`config.mk`:
```
export PLATFORM = sky130hd
export DESIGN_NAME = access_sequencer
export DESIGN_NICKNAME = d
export VERILOG_FILES = /design/src/source/dm_pkg.sv /design/src/source/access_sequencer.sv
export VERILOG_INCLUDE_DIRS = /design/src /design/src/include
export SDC_FILE = /design/constraint.sdc
export NUM_CORES = 1
export LEC_CHECK = 0
export ABC_AREA = 1
export BUFFER_PORTS_ARGS = -buffer_cell sky130_fd_sc_hd__buf_2
export CORE_UTILIZATION = 40
export DETAILED_ROUTE_END_ITERATION = 7
export GPL_TIMING_DRIVEN = 0
export PLACE_DENSITY_LB_ADDON = 0.25
export SYNTH_ARGS = -nofsm -noshare
export SYNTH_HDL_FRONTEND = slang
export SYNTH_SLANG_ARGS = --single-unit
```
`constraint.sdc`:
```
create_clock -name clock -period 1.7 [get_ports clock]
set_input_delay 0.34 -clock clock [delete_from_list [all_inputs] [get_ports clock]]
set_output_delay 0.34 -clock clock [all_outputs]
set_load 0.03 [all_outputs]
```
`src/include/dm_consts.svh`:
```
`ifndef DM_CONSTS_SVH
`define DM_CONSTS_SVH

// cycles a taken request spends in the delay line before it reaches the banks
`define DM_WAIT_STATE 2

// width of one memory word in bits
`define DM_DATA_WIDTH 32

// byte address width giving 1 KiB or 256 words
`define DM_ADDR_WIDTH 10

// a burst read returns this many words so a line is 64 bytes
`define DM_BURST_LEN 16

// consecutive words land in consecutive word-interleaved banks
`define DM_NUM_BANKS 4

`endif
```
`src/source/dm_pkg.sv`:
```
`include "dm_consts.svh"

package dm_pkg;

	// address splits derived from the constants header
	localparam int BYTE_BITS  = $clog2(`DM_DATA_WIDTH / 8);
	localparam int WORD_BITS  = `DM_ADDR_WIDTH - BYTE_BITS;
	localparam int BEAT_BITS  = $clog2(`DM_BURST_LEN);
	localparam int LINE_BITS  = WORD_BITS - BEAT_BITS;
	localparam int BANK_BITS  = $clog2(`DM_NUM_BANKS);
	localparam int INDEX_BITS = WORD_BITS - BANK_BITS;
	localparam int BANK_WORDS = 1 << INDEX_BITS;

	// one request as seen at the pins
	typedef struct packed {
		logic                      read;
		logic                      write;
		logic [`DM_ADDR_WIDTH-1:0] address;
		logic [`DM_DATA_WIDTH-1:0] data;
	} dm_req_t;

	// one command to a single bank
	typedef struct packed {
		logic                      read;
		logic                      write;
		logic [INDEX_BITS-1:0]     index;
		logic [`DM_DATA_WIDTH-1:0] data;
	} bank_cmd_t;

	// registered read word of one bank
	typedef struct packed {
		logic [`DM_DATA_WIDTH-1:0] data;
	} bank_rsp_t;

	// travels alongside each read beat so the collector knows which bank answers
	typedef struct packed {
		logic                 valid;
		logic [BANK_BITS-1:0] bank;
		logic                 last;
	} beat_tag_t;

endpackage

```
`src/source/access_sequencer.sv`:
```
`include "dm_consts.svh"

module access_sequencer
	import dm_pkg::*;
(
	input  logic      clock,
	input  logic      reset,
	input  dm_req_t   req,
	input  logic      take,
	output logic      busy,
	output bank_cmd_t bank_cmd [`DM_NUM_BANKS],
	output beat_tag_t beat_tag
);

	// the last stage of the wait-state delay line is the one leaving
	dm_req_t                   line_req [`DM_WAIT_STATE];
	logic [`DM_WAIT_STATE-1:0] line_valid;
	dm_req_t                   taken_req;
	dm_req_t                   out_req;
	logic                      out_valid;

	// burst in progress
	logic                 burst_active;
	logic [BEAT_BITS-1:0] beat_count;
	logic [LINE_BITS-1:0] line_base;
	logic                 beat_last;

	// the access chosen for this cycle, before it is split across banks
	logic                      issue_valid;
	logic                      issue_read;
	logic                      issue_write;
	logic [WORD_BITS-1:0]      issue_word;
	logic [`DM_DATA_WIDTH-1:0] issue_data;
	logic [BANK_BITS-1:0]      issue_bank;
	logic [INDEX_BITS-1:0]     issue_index;
	bank_cmd_t                 next_cmd [`DM_NUM_BANKS];

	// a read wins when both strobes are high, so the write is dropped here
	always_comb begin
		taken_req = req;
		taken_req.write = req.write && !req.read;
	end

	always_ff @(posedge clock) begin
		if (reset) begin
			line_valid <= '0;
		end else begin
			line_valid[0] <= take && (req.read || req.write);
			for (int i = 1; i < `DM_WAIT_STATE; i++) begin
				line_valid[i] <= line_valid[i-1];
			end
		end
	end

	always_ff @(posedge clock) begin
		line_req[0] <= taken_req;
		for (int i = 1; i < `DM_WAIT_STATE; i++) begin
			line_req[i] <= line_req[i-1];
		end
	end

	assign out_req   = line_req[`DM_WAIT_STATE-1];
	assign out_valid = line_valid[`DM_WAIT_STATE-1];

	assign beat_last = beat_count == BEAT_BITS'(`DM_BURST_LEN - 1);

	// busy covers the read from the edge it is taken until its final beat goes out
	always_ff @(posedge clock) begin
		if (reset) begin
			busy <= 1'b0;
		end else if (take && req.read) begin
			busy <= 1'b1;
		end else if (burst_active && beat_last) begin
			busy <= 1'b0;
		end
	end

	// the line base is captured as the read leaves the delay line
	always_ff @(posedge clock) begin
		if (reset) begin
			burst_active <= 1'b0;
			beat_count   <= '0;
			line_base    <= '0;
		end else if (burst_active) begin
			beat_count <= beat_count + 1'b1;
			if (beat_last) begin
				burst_active <= 1'b0;
			end
		end else if (out_valid && out_req.read) begin
			burst_active <= 1'b1;
			beat_count   <= '0;
			line_base    <= out_req.address[`DM_ADDR_WIDTH-1 -: LINE_BITS];
		end
	end

	// no write can leave the line during a burst since busy blocks new requests
	always_comb begin
		issue_valid = 1'b0;
		issue_read  = 1'b0;
		issue_write = 1'b0;
		issue_word  = out_req.address[`DM_ADDR_WIDTH-1:BYTE_BITS];
		issue_data  = out_req.data;
		if (burst_active) begin
			issue_valid = 1'b1;
			issue_read  = 1'b1;
			issue_word  = {line_base, beat_count};
		end else if (out_valid && out_req.write) begin
			issue_valid = 1'b1;
			issue_write = 1'b1;
		end
	end

	// low word bits pick the bank, the rest index into it
	assign issue_bank  = issue_word[BANK_BITS-1:0];
	assign issue_index = issue_word[WORD_BITS-1:BANK_BITS];

	always_comb begin
		for (int b = 0; b < `DM_NUM_BANKS; b++) begin
			next_cmd[b] = '0;
			next_cmd[b].index = issue_index;
			next_cmd[b].data  = issue_data;
			if (issue_valid && issue_bank == BANK_BITS'(b)) begin
				next_cmd[b].read  = issue_read;
				next_cmd[b].write = issue_write;
			end
		end
	end

	always_ff @(posedge clock) begin
		if (reset) begin
			for (int b = 0; b < `DM_NUM_BANKS; b++) begin
				bank_cmd[b] <= '0;
			end
			beat_tag <= '0;
		end else begin
			for (int b = 0; b < `DM_NUM_BANKS; b++) begin
				bank_cmd[b] <= next_cmd[b];
			end
			beat_tag.valid <= burst_active;
			beat_tag.bank  <= issue_bank;
			beat_tag.last  <= burst_active && beat_last;
		end
	end

endmodule

```
; ---- Word-level counts from Yosys, hierarchy flattened
; Memories as Yosys holds them, arrays and structs flattened.
; Index checks and enable logic that the tools add are counted.
; Widths: inputs -> output; s select.
[totals]
ff_bits = 62
mem_bits_rw = 88
in_bits = 47
output_inout_bits = 165
wordCells = 61
memories = 1
[classes]
add_sub_neg = 1
eq_ne = 4
mux = 12
bitwise_logic = 5
reduce_logical = 20
[memory_table]
columns = name, words, width, read_ports, rd_clocked_by_memory_dff, write_ports, line_no
row1 = line_req, 2, 44, 2, 0, 2, access_sequencer.sv:16  ; dm_req_t line_req [`DM_WAIT_STATE];
[op_table]
columns = cell, count
row1 = $logic_and 1x1->1, 10
row2 = $mux 1, 9
row3 = $mux 4, 2
row4 = $mux 8, 1
row5 = $reduce_or 2->1, 4
row6 = $not 1->1, 5
row7 = $add 4x1->4 const B, 1
row8 = $eq 2x2->1 const B, 2
row9 = $eq 4x4->1 const B, 1
row10 = $reduce_bool 2->1, 2
row11 = $eq 2x1->1 const B, 1
row12 = $logic_not 2->1, 1
row13 = $reduce_and 2->1, 1
row14 = $logic_not 1->1, 1
row15 = $logic_or 1x1->1, 1

; ---- Depth between registers and ports, before layout
; Gate-level depths: netlist of the first run.
[logic_depth]
ltp_word = 6
depth_mapped = 8
mapped_depth_nobuf = 7

; ---- Worst setup path before layout of the first run
; Ideal clock, no wire load.
[synth_path]
kind = reg-to-output
startpoint = register bank_cmd[20] (netlist name)
endpoint = output bank_cmd[100] (netlist bit)
t_arrival_ns = 0.739
required_time_ns = 1.360
setup_slack_ns = 0.621
stages_incl_launch_ff = 2
path_buffers = 1
cell_sequence = dfxtp_1 buf_4
[synth_rtl]
columns = item, line_no
row1 = end: declaration, access_sequencer.sv:11  ; output bank_cmd_t bank_cmd [`DM_NUM_BANKS],

==> PnR_summary.wiki, run 1 <==
{| class="wikitable"
! Metric !! Value
|-
| Setup clock skew after layout || between 6 and 7 ps
|-
| Delay of the slowest cell on the worst path || 400 ps
|-
| Drc violations || 0
|-
| Worst ir drop on vdd || 0.583 mV
|-
| Number of clock sinks || between 100 and 150
|-
| Antenna Violating Nets Remaining || 0
|-
| Tmin final || 1570 ps
|-
| Largest delay share family, worst path || flip-flops
|-
| Power per cell area || about 1200 nW/um^2
|-
| Number of hold-repair buffers added at the cts stage || slightly above 40
|-
| Count of maximum capacitance violations || 0
|-
| Synthesis-to-layout area growth || 48.6%
|-
| Async S/R FF share, synth || 0%
|-
| Signal arrival time at the worst endpoint || 1230 ps
|-
| Post-CTS Repair Setup Buffers || 0
|-
| Post-detailed-route wirelength per cell || 10.3 um
|-
| Starting density of the core || 41.3%
|-
| End-of-flow core utilization || approximately 61%
|-
| Required time of the critical path || between 1000 and 1500 ps
|-
| CTS-repair resized insts || 0
|-
| Most common cell in the netlist || sky130_fd_sc_hd__dfxtp_1
|-
| Worst slew margin relative to its limit || 81.2%
|-
| Area fraction of the dominant cell type after synthesis || 65.0%
|-
| Final HPWL from detailed placement || 6180 um
|-
| Htree depth || 4
|-
| Die Ht || approximately 110 um
|-
| Critical Path Start Type || flip-flop
|-
| Synthesized instance count || 420
|-
| Static leakage || 3.67 nW
|-
| Maximum fanout along the worst path || 4
|-
| Relative contribution of sequential cells to total power || between 40 and 50%
|-
| Residual overflow from global routing || 0
|-
| Worst Path Class, Setup || flip-flop to primary output
|-
| Max frequency || 635 MHz
|-
| Max clock buf depth || 2
|-
| Biggest area contributors in the synthesized netlist || sky130_fd_sc_hd__dfxtp_1 (65%), sky130_fd_sc_hd__buf_4 (19%), sky130_fd_sc_hd__nor2_1 (4.2%)
|-
| Worst slack after detailed placement || 560 ps
|-
| RePlAce Congestion || 0.719
|-
| Clock latency on the worst-skew pair || around 510 ps
|-
| Drt pass-1 iters || 4
|-
| RSZ-0062 raised after global routing || false
|-
| Run status || complete, no violations
|-
| Most frequent cells after synthesis || sky130_fd_sc_hd__dfxtp_1 (146), sky130_fd_sc_hd__buf_4 (116), sky130_fd_sc_hd__nor2_1 (50)
|-
| GR Util All Layers || 14.7%
|-
| Max-slew violations || 0
|-
| Fill count || 921
|-
| Post-Syn Area per Cell || 10.7 um^2
|-
| Global-route wire length before repair || between 10000 and 15000 um
|-
| Vias || 3272
|-
| Worst setup margin || 125 ps
|-
| Count of buffering cells on the critical path with inverters included || 2
|-
| Vias per std cell || 3.89
|-
| Starting DRC count in detailed routing || 76
|-
| Number of synthesis warnings || 0
|-
| Power share of the clock group || 42.2%
|-
| Number of buffers added by the clock tree synthesis step || 17
|-
| Type of destination of the critical path || primary output
|-
| Setup total negative slack || 0 ps
|-
| TritonCTS clock tree || yes
|-
| Unique cell type count in the Yosys netlist || 20
|-
| Post-CTS clock slew at the launch and capture registers of the worst setup and hold paths || 60 ps
|-
| Cell Rows || 38
|-
| Antenna violations before repair || 0
|-
| Proportion of power drawn by combinational gates || between 10 and 15%
|-
| Number of endpoints with negative hold slack in the final report || 0
|-
| Die X || 108 um
|-
| Total Die Area || roughly 12000 um^2
|-
| Internal Pwr Total || 6.04 mW
|-
| Clk Tree Root Cell || sky130_fd_sc_hd__clkbuf_8
|-
| Total core area || roughly 11000 um^2
|-
| EDFF count, synth || 0
|-
| Slowest stage cell on the critical path || sky130_fd_sc_hd__dfxtp_1
|-
| Crit path cell chain || buf_4, buf_2
|-
| Count of inserted antenna diode cells || 0
|-
| Final wirelength || approximately 8600 um
|-
| Share of the cycle needed by the critical path after routing || 92.6%
|-
| Number of global-route vias before repair || 2925
|-
| Post-Synthesis Net Count || 468
|-
| Register bit total from synthesis || 146
|-
| Count of input and output buffers || roughly 210
|-
| Top-level port count || 212
|-
| Number of setup violations in the final report || 0
|-
| Class of the tightest hold or removal check || input port to flip-flop
|-
| Dominant cell type by area after synthesis || sky130_fd_sc_hd__dfxtp_1
|-
| Maximum number of pins on one net before global-route repair || 17
|-
| Switch Pwr || 2.14 mW
|-
| Share of synthesized area occupied by flip-flops and latches || approximately 65%
|-
| Number of nets in the finished design || between 700 and 800
|-
| Switching power as a share of total power || between 20% and 30%
|-
| Transition time at the pin with the least slew margin || 281 ps
|-
| Netlist area before placement || 4500 um^2
|-
| Share of post-route cells with drive strength above 1 || between 50% and 60%
|-
| Post-synth top flop || sky130_fd_sc_hd__dfxtp_1
|}
==> registers in the layout, summed over array words and instances, names as in the netlist <==
register      cells
line_base         4
beat_count        4
bank_cmd         46
line_valid        2
beat_tag          4
burst_active      1
busy              1
line_req         84
==> worst paths after layout <==
check	start	endpoint	slack, ps	depth (start not counted)
worst min-delay path	req[42]	line_req[0][42]	50	3
worst max-delay path	bank_cmd[32]	bank_cmd[152]	130	2
worst min register to register	line_req[0][30]	line_req[0][74]	320	0
worst max register to register	burst_active	bank_cmd[158]	620	5
==> metrics by stage <==
| stage | cell area (um^2) | hold slack [ps] | cells | total power [mW] |
|---|---|---|---|---|
| after global placement | 5710 | 310 | 768 | 4.72 |
| final | 6680 | 50.4 | 841 | 8.18 |
| after CTS | 6680 | 25.4 | 841 | 8.28 |
| after floorplan | 4500 | 310 | 420 | 4.46 |
| after detailed placement | 5710 | 312 | 768 | 4.74 |
| after global routing | 6680 | 43.0 | 841 | 8.53 |
==> metal layers <==
metal / global-route usage [%] / routed length [um] / up-vias
li1: - / - / 1688
met1: 14.5 / 3290 / 1461
met3: 4.46 / 474 / 12
met2: 27.8 / 4750 / 111
met4: 7.05 / 113 / 0
met5: 0 / 0 / -
==> tightest hold or removal path, delay by kind of cell <==
family,cells,cell delay (ps)
and+or+nand+nor,1,30
buffers and inverters,2,140
==> kinds of logic (layout without fill, tap and decap cells) <==
| kind of cell | Yosys count | count (layout) | synth area share, % |
|---|---|---|---|
| flops | 146 | 146 | 65.0 |
| simple gates | 95 | 95 | 9.15 |
| compound gates | 16 | 16 | 1.86 |
| fa+ha+maj | 1 | 1 | 0.278 |
| buf+inv | 162 | 443 | 23.7 |
==> cell usage in the layout, fill, tap and decap left out <==
cell type	n
sky130_fd_sc_hd__buf_2	211
sky130_fd_sc_hd__dfxtp_1	146
sky130_fd_sc_hd__buf_4	116
sky130_fd_sc_hd__nor2_1	50
sky130_fd_sc_hd__dlygate4sd3_1	41
sky130_fd_sc_hd__inv_1	39
sky130_fd_sc_hd__nand2_1	24
sky130_fd_sc_hd__clkbuf_16	16
sky130_fd_sc_hd__nand3_1	10
sky130_fd_sc_hd__a21oi_1	9
sky130_fd_sc_hd__inv_6	5
sky130_fd_sc_hd__o21ai_0	5
sky130_fd_sc_hd__clkinv_4	5
sky130_fd_sc_hd__nor3_1	4
sky130_fd_sc_hd__nand2_2	3
sky130_fd_sc_hd__buf_6	2
sky130_fd_sc_hd__nand3_2	2
sky130_fd_sc_hd__clkbuf_8	2
sky130_fd_sc_hd__clkbuf_1	2
sky130_fd_sc_hd__clkinvlp_4	2
sky130_fd_sc_hd__inv_2	1
sky130_fd_sc_hd__nor3b_1	1
sky130_fd_sc_hd__o21ai_1	1
sky130_fd_sc_hd__nand3_4	1
sky130_fd_sc_hd__a21oi_2	1
sky130_fd_sc_hd__ha_1	1
sky130_fd_sc_hd__bufinv_16	1
==> cell type report <==
type | count | area, um^2 | share of cell area [%]
Buffer | 121 | 908 | 13.6
Clock buffer | 20 | 435 | 6.51
Clock inverter | 12 | 124 | 1.85
Inverter | 41 | 159 | 2.38
Multi-Input combinational cell | 112 | 508 | 7.60
Sequential cell | 146 | 2920 | 43.7
Tap cell | 140 | 175 | 2.62
Timing Repair Buffer | 249 | 1450 | 21.7
==> power by group through the flow <==
stage / clock network, mW / registers [mW] / logic [mW]
3_3_place_gp: 0 / 3.74 / 0.974
6_report: 3.46 / 3.67 / 1.05
4_1_cts: 3.54 / 3.68 / 1.06
2_1_floorplan: 0 / 3.85 / 0.613
5_1_grt: 3.72 / 3.69 / 1.12
3_5_place_dp: 0 / 3.75 / 0.986
Power figures use the tool's default switching activity.
==> run 2: changes to the inputs <==
- ABC_AREA: 1 -> 0
- CORE_MARGIN: unset -> 5
==> run 2 against run 1 <==
Effect of this change: final cell count shrank 6.7%; clock power grew 9.0%; via count is 7.3% lower; combinational power hardly changed; core utilization increased by 0.10 points; worst setup slack better by 14 ps; critical path type unchanged; critical endpoint is now bank_cmd[54]; largest power group is now clock.
==> PnR_summary.wiki, run 2 <==
{| class="wikitable"
! Metric !! Value
|-
| Number of global-route vias before repair || 2911 (-0.48%)
|-
| Starting density of the core || 40.9% (-0.43 points)
|-
| Endpoint of the worst-slack reg-to-reg timing path || busy
|-
| Share of the cycle needed by the critical path after routing || 91.8% (-0.85 points)
|-
| Synthesized instance count || 364 (-13%)
|-
| Clock latency on the worst-skew pair || 510 ps (about the same)
|-
| Worst slew margin relative to its limit || 70.0% (-11 points)
|-
| Final HPWL from detailed placement || 6560 um (+6.2%)
|-
| Async S/R FF share, synth || 0% (unchanged)
|-
| Residual overflow from global routing || 0 (unchanged)
|-
| Post-synth top flop || sky130_fd_sc_hd__dfxtp_1
|-
| Total core area || 10900 um^2 (unchanged)
|-
| Count of input and output buffers || 209 (+0.48%)
|-
| TritonCTS clock tree || yes
|-
| Slowest stage cell on the critical path || sky130_fd_sc_hd__dfxtp_1
|-
| Area fraction of the dominant cell type after synthesis || 65.7% (+0.68 points)
|-
| Cell Rows || 38 (unchanged)
|-
| Synthesis-to-layout area growth || 50.4%
|-
| EDFF count, synth || 0 (unchanged)
|-
| Critical path endpoint || bank_cmd[54]
|-
| Signal arrival time at the worst endpoint || 1220 ps (about the same)
|-
| Required time of the critical path || 1360 ps (about the same)
|-
| Run status || complete, no violations
|-
| Number of setup violations in the final report || 0 (unchanged)
|-
| Post-CTS clock slew at the launch and capture registers of the worst setup and hold paths || 60 ps (about the same)
|-
| Setup clock skew after layout || 6.73 ps (-0.267 ps)
|-
| CTS-repair resized insts || 0 (unchanged)
|-
| Biggest area contributors in the synthesized netlist || sky130_fd_sc_hd__dfxtp_1 (66%), sky130_fd_sc_hd__buf_4 (20%), sky130_fd_sc_hd__nor2b_1 (3.1%)
|-
| Max-slew violations || 0 (unchanged)
|-
| Max frequency || 641 MHz (+0.93%)
|-
| Maximum number of pins on one net before global-route repair || 17 (unchanged)
|-
| Vias per std cell || 3.86 (-0.66%)
|-
| Number of buffers added by the clock tree synthesis step || 17 (unchanged)
|-
| Share of synthesized area occupied by flip-flops and latches || 65.7% (+0.68 points)
|-
| Crit path cell chain || buf_4, buf_2
|-
| Static leakage || 3.54 nW (-3.6%)
|-
| Most common library cell in the layout ignoring fill and taps || sky130_fd_sc_hd__buf_2
|-
| Netlist area before placement || 4450 um^2 (-1.0%)
|-
| Fill count || 889 (-3.5%)
|-
| Post-detailed-route wirelength per cell || 11.1 um (+8.5%)
|-
| Worst ir drop on vdd || 0.822 mV (+41%)
|-
| Tmin final || 1560 ps (-14.4 ps)
|-
| Clk Tree Root Cell || sky130_fd_sc_hd__clkbuf_8
|-
| Antenna Violating Nets Remaining || 0 (unchanged)
|-
| Post-Syn Area per Cell || 12.2 um^2 (+14%)
|-
| Setup slack, reg-to-reg || 460 ps (-160 ps)
|-
| Area of all sequential standard cells || 2920 um^2 (unchanged)
|-
| Starting DRC count in detailed routing || 49 (-36%)
|-
| Post-Synthesis Net Count || 412 (-12%)
|-
| Die Ht || 115 um (+6.9%)
|-
| Number of nets in the finished design || 681 (-7.5%)
|-
| Most frequent cells after synthesis || sky130_fd_sc_hd__dfxtp_1 (146), sky130_fd_sc_hd__buf_4 (116), sky130_fd_sc_hd__nor2b_1 (22)
|-
| Final std cell area, no fill || 6700 um^2 (+0.17%)
|-
| Number of synthesis warnings || 0 (unchanged)
|-
| Top-level port count || 212 (unchanged)
|-
| Maximum fanout along the worst path || 4 (unchanged)
|-
| Critical Path Start Type || flip-flop
|-
| Drt pass-1 iters || 4 (unchanged)
|-
| Most common cell in the netlist || sky130_fd_sc_hd__dfxtp_1
|-
| Instance count along the most critical hold path || 2 (-1)
|-
| Setup total negative slack || 0 ps (unchanged)
|-
| Delay of the slowest cell on the worst path || 400 ps (about the same)
|-
| Reg-to-reg critical path startpoint || beat_count[0]
|-
| Class of the tightest hold or removal check || input port to flip-flop
|-
| Leading cell types in the layout, fill and taps excluded || sky130_fd_sc_hd__buf_2 (211), sky130_fd_sc_hd__dfxtp_1 (146), sky130_fd_sc_hd__buf_4 (116)
|-
| Max clock buf depth || 2 (unchanged)
|-
| Htree depth || 4 (unchanged)
|-
| Dominant cell type by area after synthesis || sky130_fd_sc_hd__dfxtp_1
|-
| Largest delay share family, worst path || flip-flops
|-
| Transition time at the pin with the least slew margin || 450 ps (+169 ps)
|-
| Flip-flop count of the largest register, all copies and words added || 84 (unchanged)
|-
| GR Util All Layers || 13.2% (-1.5 points)
|-
| RePlAce Congestion || 0.713 (-0.79%)
|-
| Type of destination of the critical path || primary output
|-
| Register bit total from synthesis || 146 (unchanged)
|-
| Worst Path Class, Setup || flip-flop to primary output
|-
| Unique cell type count in the Yosys netlist || 29 (+45%)
|-
| Antenna violations before repair || 0 (unchanged)
|-
| Vias || 3034 (-7.3%)
|-
| Placement-stage cell area || 5670 um^2 (-0.72%)
|-
| Drc violations || 0 (unchanged)
|-
| Most flops, register || line_req
|-
| Count of inserted antenna diode cells || 0 (unchanged)
|-
| RSZ-0062 raised after global routing || false
|-
| Logic depth of the worst path, buffers included || 2 (unchanged)
|-
| Final wirelength || 8740 um (+1.2%)
|-
| Multi-input logic area || 622 um^2 (+22%)
|-
| Share of post-route cells with drive strength above 1 || 56.3% (+3.8 points)
|-
| Number of endpoints with negative hold slack in the final report || 0 (unchanged)
|-
| Number of clock sinks || 146 (unchanged)
|-
| Count of buffering cells on the critical path with inverters included || 2 (unchanged)
|-
| Largest registers || line_req: 84 flops, bank_cmd: 46 flops
|-
| Global-route wire length before repair || 13500 um (+3.7%)
|-
| Die X || 115 um (+6.9%)
|-
| Total Die Area || 13300 um^2 (+14%)
|-
| Tot Pwr || 8.45 mW (+3.3%)
|-
| CP startpoint || bank_cmd[14]
|-
| Count of maximum capacitance violations || 0 (unchanged)
|-
| Power per cell area || 1260 nW/um^2 (+3.1%)
|-
| FF-to-FF path depth || 4 (-1)
|}
==> run 2: changes by cell type in the layout (fill, tap and decap cells not counted), sizes merged, moves of 2 or more <==
| cell | delta |
|---|---|
| mux2i | +11 |
| nand3b | +3 |
| o21ai | -6 |
| nand3 | -12 |
| nand4 | +2 |
| and2b | +13 |
| clkbuf | +2 |
| nand2 | -22 |
| inv | -42 |
| nor2 | -33 |
| nor2b | +22 |
| a21oi | -6 |
| bufinv | +3 |
==> run 2: routing by layer <==
| layer | global-route usage (%) | vias to the layer above | routed length, um |
|---|---|---|---|
| li1 | - | 1569 | - |
| met4 | 6.34 | 0 | 168 |
| met2 | 24.9 | 110 | 4730 |
| met1 | 13.1 | 1338 | 3070 |
| met3 | 3.81 | 17 | 759 |
| met5 | 0 | - | 0 |
==> run 2: logic make-up (layout without fill, tap and decap cells) <==
| group | count (synthesis) | count (layout) | share of synthesized area [%] |
|---|---|---|---|
| and+or+nand+nor | 76 | 76 | 10.2 |
| DFF | 146 | 146 | 65.7 |
| muxes | 11 | 11 | 2.47 |
| adders and majority gates | 1 | 1 | 0.281 |
| AOI/OAI and AO/OA | 5 | 5 | 0.618 |
| xor gates and xnor gates | 2 | 2 | 0.394 |
| buffers and inverters | 123 | 404 | 20.4 |
==> run 2: power breakdown <==
part	switching, mW	internal, mW	leakage (nW)
Sequential	0.0787	3.59	1.22
Clock	1.35	2.42	0.295
Combinational	0.582	0.435	2.03
Total	2.01	6.45	3.54
==> run 2: worst min-delay path by stage <==
stage / from / slack, ps / endpoint
final: take / 100 / line_valid[0]
after global routing: take / 100 / line_valid[0]
after CTS: take / 70 / line_valid[0]
after detailed placement: line_req[0][35] / 310 / line_req[0][79]
after global placement: line_req[0][22] / 310 / line_req[0][66]
after floorplan: line_req[0][0] / 310 / line_req[0][44]
==> run 2: timing repair <==
action,4_1_cts,5_1_grt
hold endpoints to repair,41,0
setup buffers,0,0
hold buffers,41,0
==> run 2: metrics by stage <==
stage	util [%]	hold WS (ps)	setup WS (ps)	cells
after CTS	61.5	73.2	94.6	785
after global placement	52.1	310	313	713
after floorplan	-	310	621	364
after global routing	61.5	96.4	67.6	785
after detailed placement	52.1	312	308	713
final	61.5	102	140	785
==> run 2: final cells by class <==
class / instances / area share, %
clock inverters: 12 / 2.69
clock buffers: 19 / 6.45
repair buffers: 250 / 21.8
inverters: 1 / 0.0561
flip-flops and latches: 146 / 43.7
well taps: 140 / 2.62
plain buffers: 122 / 13.5
multi-input cells: 95 / 9.29
==> run 3: changes to the inputs <==
- ABC_AREA: 0 -> 1
- BUFFER_PORTS_ARGS: -buffer_cell sky130_fd_sc_hd__buf_2 -> unset
- DONT_BUFFER_PORTS: unset -> 1
==> run 3 against run 2 <==
Effect of this change: clock-buffer cell count grew 3; worst hold slack lost 75 ps; global-route usage shrank 0.76 points; fmax shrank 0.76%; non-clock buffer count shrank 210; sequential share of layout area grew 7.9 points; core utilization shrank 9.7 points; largest power group is now registers; highest routed layer unchanged.
==> PnR_summary.wiki, run 3 (synthesis gave the netlist of run 1 again) <==
{| class="wikitable"
! Metric !! Value
|-
| Count of buffering cells on the critical path with inverters included || 1 (-1)
|-
| Final HPWL from detailed placement || 5950 um (-9.3%)
|-
| Share of the cycle needed by the critical path after routing || 92.5% (+0.70 points)
|-
| Worst slack after detailed placement || 534 ps (+226 ps)
|-
| Largest registers || line_req: 84 flops, bank_cmd: 46 flops
|-
| Max frequency || 636 MHz (-0.76%)
|-
| Maximum fanout along the worst path || 4 (unchanged)
|-
| Static leakage || 2.72 nW (-23%)
|-
| Top-level port count || 212 (unchanged)
|-
| Cell Rows || 38 (unchanged)
|-
| Number of nets in the finished design || 528 (-22%)
|-
| Residual overflow from global routing || 0 (unchanged)
|-
| RePlAce Congestion || 0.726 (+1.8%)
|-
| Hold path startpoint || req[42]
|-
| Placement-stage cell area || 4670 um^2 (-18%)
|-
| Starting DRC count in detailed routing || 99 (+100%)
|-
| Post-Route Hold Slack || 26.8 ps (-74.9 ps)
|-
| Leading cell types in the layout, fill and taps excluded || sky130_fd_sc_hd__dfxtp_1 (146), sky130_fd_sc_hd__buf_4 (116), sky130_fd_sc_hd__nor2_1 (50)
|-
| Total placed cells including tap cells || 560 (-21%)
|-
| Count of inserted antenna diode cells || 0 (unchanged)
|-
| Filler-free cell count of the finished design || 632 (-19%)
|-
| Post-CTS clock slew at the launch and capture registers of the worst setup and hold paths || 60 ps (about the same)
|-
| Delay of the slowest cell on the worst path || 570 ps (+170 ps)
|-
| Worst ir drop on vdd || 0.720 mV (-12%)
|-
| Number of buffers added by the clock tree synthesis step || 17 (unchanged)
|-
| Antenna violations before repair || 0 (unchanged)
|-
| Number of endpoints with negative hold slack in the final report || 0 (unchanged)
|-
| Global-route wire length before repair || 12300 um (-9.0%)
|-
| Setup slack, reg-to-reg || 610 ps (+150 ps)
|-
| Number of clock sinks || 146 (unchanged)
|-
| Most common library cell in the layout ignoring fill and taps || sky130_fd_sc_hd__dfxtp_1
|-
| Max-slew violations || 0 (unchanged)
|-
| Die X || 116 um (+0.48%)
|-
| Total core area || 10900 um^2 (+0.44%)
|-
| Crit path cell chain || buf_4
|-
| Largest delay share family, worst path || flip-flops
|-
| Worst setup margin || 128 ps (-12.0 ps)
|-
| Run status || complete, no violations
|-
| Final std cell area, no fill || 5660 um^2 (-15%)
|-
| Flip-flop count of the largest register, all copies and words added || 84 (unchanged)
|-
| Slowest stage cell on the critical path || sky130_fd_sc_hd__dfxtp_1
|-
| Clk Tree Root Cell || sky130_fd_sc_hd__clkbuf_16
|-
| Count of maximum capacitance violations || 0 (unchanged)
|-
| FF-to-FF path depth || 7 (+3)
|-
| Reg-to-reg critical path startpoint || burst_active
|-
| Tmin final || 1570 ps (+12.0 ps)
|-
| Worst slew margin relative to its limit || 71.1% (+1.1 points)
|-
| Transition time at the pin with the least slew margin || 433 ps (-17.5 ps)
|-
| Setup clock skew after layout || 14.0 ps (+7.28 ps)
|-
| Maximum number of pins on one net before global-route repair || 17 (unchanged)
|-
| Worst-case hold path end point || line_req[0][42]
|-
| Power per cell area || 1430 nW/um^2 (+13%)
|-
| Worst Path Class, Setup || flip-flop to primary output
|-
| Fill count || 962 (+8.2%)
|-
| Synthesis-to-layout area growth || 25.9%
|-
| Max clock buf depth || 2 (unchanged)
|-
| Post-CTS Repair Setup Buffers || 0 (unchanged)
|-
| Required time of the critical path || 1360 ps (about the same)
|-
| Antenna Violating Nets Remaining || 0 (unchanged)
|-
| Signal arrival time at the worst endpoint || 1230 ps (about the same)
|-
| Most flops, register || line_req
|-
| Number of global-route vias before repair || 2421 (-17%)
|-
| GR Util All Layers || 12.4% (-0.76 points)
|-
| Post-detailed-route wirelength per cell || 13.2 um (+19%)
|-
| Drt pass-1 iters || 4 (unchanged)
|-
| Critical Path Start Type || flip-flop
|-
| Final wirelength || 8340 um (-4.5%)
|-
| Tot Pwr || 8.09 mW (-4.3%)
|-
| Vias || 2541 (-16%)
|-
| RSZ-0062 raised after global routing || false
|-
| Setup total negative slack || 0 ps (unchanged)
|-
| Share of post-route cells with drive strength above 1 || 32.3% (-24 points)
|-
| Die Ht || 116 um (+0.48%)
|-
| Number of setup violations in the final report || 0 (unchanged)
|-
| Starting density of the core || 41.1% (+0.25 points)
|-
| Clock latency on the worst-skew pair || 410 ps (-100 ps)
|-
| Drc violations || 0 (unchanged)
|-
| TritonCTS clock tree || yes
|-
| Vias per std cell || 4.02 (+4.0%)
|-
| Endpoint of the worst-slack reg-to-reg timing path || bank_cmd[38]
|-
| Total Die Area || 13500 um^2 (+0.95%)
|-
| End-of-flow core utilization || 51.8% (-9.7 points)
|-
| Instance count along the most critical hold path || 2 (unchanged)
|-
| Type of destination of the critical path || primary output
|-
| Count of input and output buffers || 0 (-100%)
|-
| Class of the tightest hold or removal check || input port to flip-flop
|-
| Htree depth || 4 (unchanged)
|}
==> run 3: cell count changes in the layout (fill, tap and decap cells not counted), sizes merged, moves of 3 or more <==
| cell | before | now |
|---|---|---|
| mux2i | 11 | 0 |
| nor2b | 22 | 0 |
| nor2 | 17 | 50 |
| a21oi | 4 | 10 |
| nand3 | 1 | 13 |
| o21ai | 0 | 6 |
| buf | 328 | 121 |
| nand3b | 3 | 0 |
| inv | 3 | 41 |
| nand2 | 5 | 27 |
| and2b | 13 | 0 |
==> run 3: worst max path at each step <==
stage                 startpoint       endpoint  depth (start not counted)
finish               bank_cmd[4]   bank_cmd[84]                          1
global route         bank_cmd[4]   bank_cmd[84]                          1
CTS                 bank_cmd[12]  bank_cmd[132]                          1
detailed placement  bank_cmd[12]  bank_cmd[132]                          1
global placement    bank_cmd[12]   bank_cmd[92]                          1
floorplan           bank_cmd[20]  bank_cmd[100]                          1
==> run 3: per-layer routing <==
| metal | track usage [%] | vias to the layer above | share of wire (%) |
|---|---|---|---|
| li1 | - | 1271 | - |
| met1 | 13.5 | 1137 | 38 |
| met2 | 20.4 | 122 | 51 |
| met3 | 5.33 | 11 | 9.2 |
| met4 | 6.73 | 0 | 1.8 |
| met5 | 0 | - | 0 |
==> run 3: where the power goes <==
part / switching (mW) / internal, mW / leakage, nW
Clock: 1.30 / 2.26 / 0.278
Sequential: 0.205 / 3.59 / 1.22
Combinational: 0.452 / 0.280 / 1.22
==> run 3: layout make-up <==
type	instances	area [um^2]	area share [%]
timing repair buffer	41	410	7.25
sequential	146	2920	51.6
multi-input combinational	112	508	8.97
buffer	121	908	16.0
tap	140	175	3.09
clock inverter	9	106	1.88
inverter	41	159	2.81
clock buffer	22	474	8.37
==> run 3: timing repair <==
action / 4_1_cts / 5_1_grt
setup endpoints to repair: 0 / 0
endpoints found under the hold margin: 42 / 0
hold buffers: 41 / 0
gates resized for setup: 0 / 0
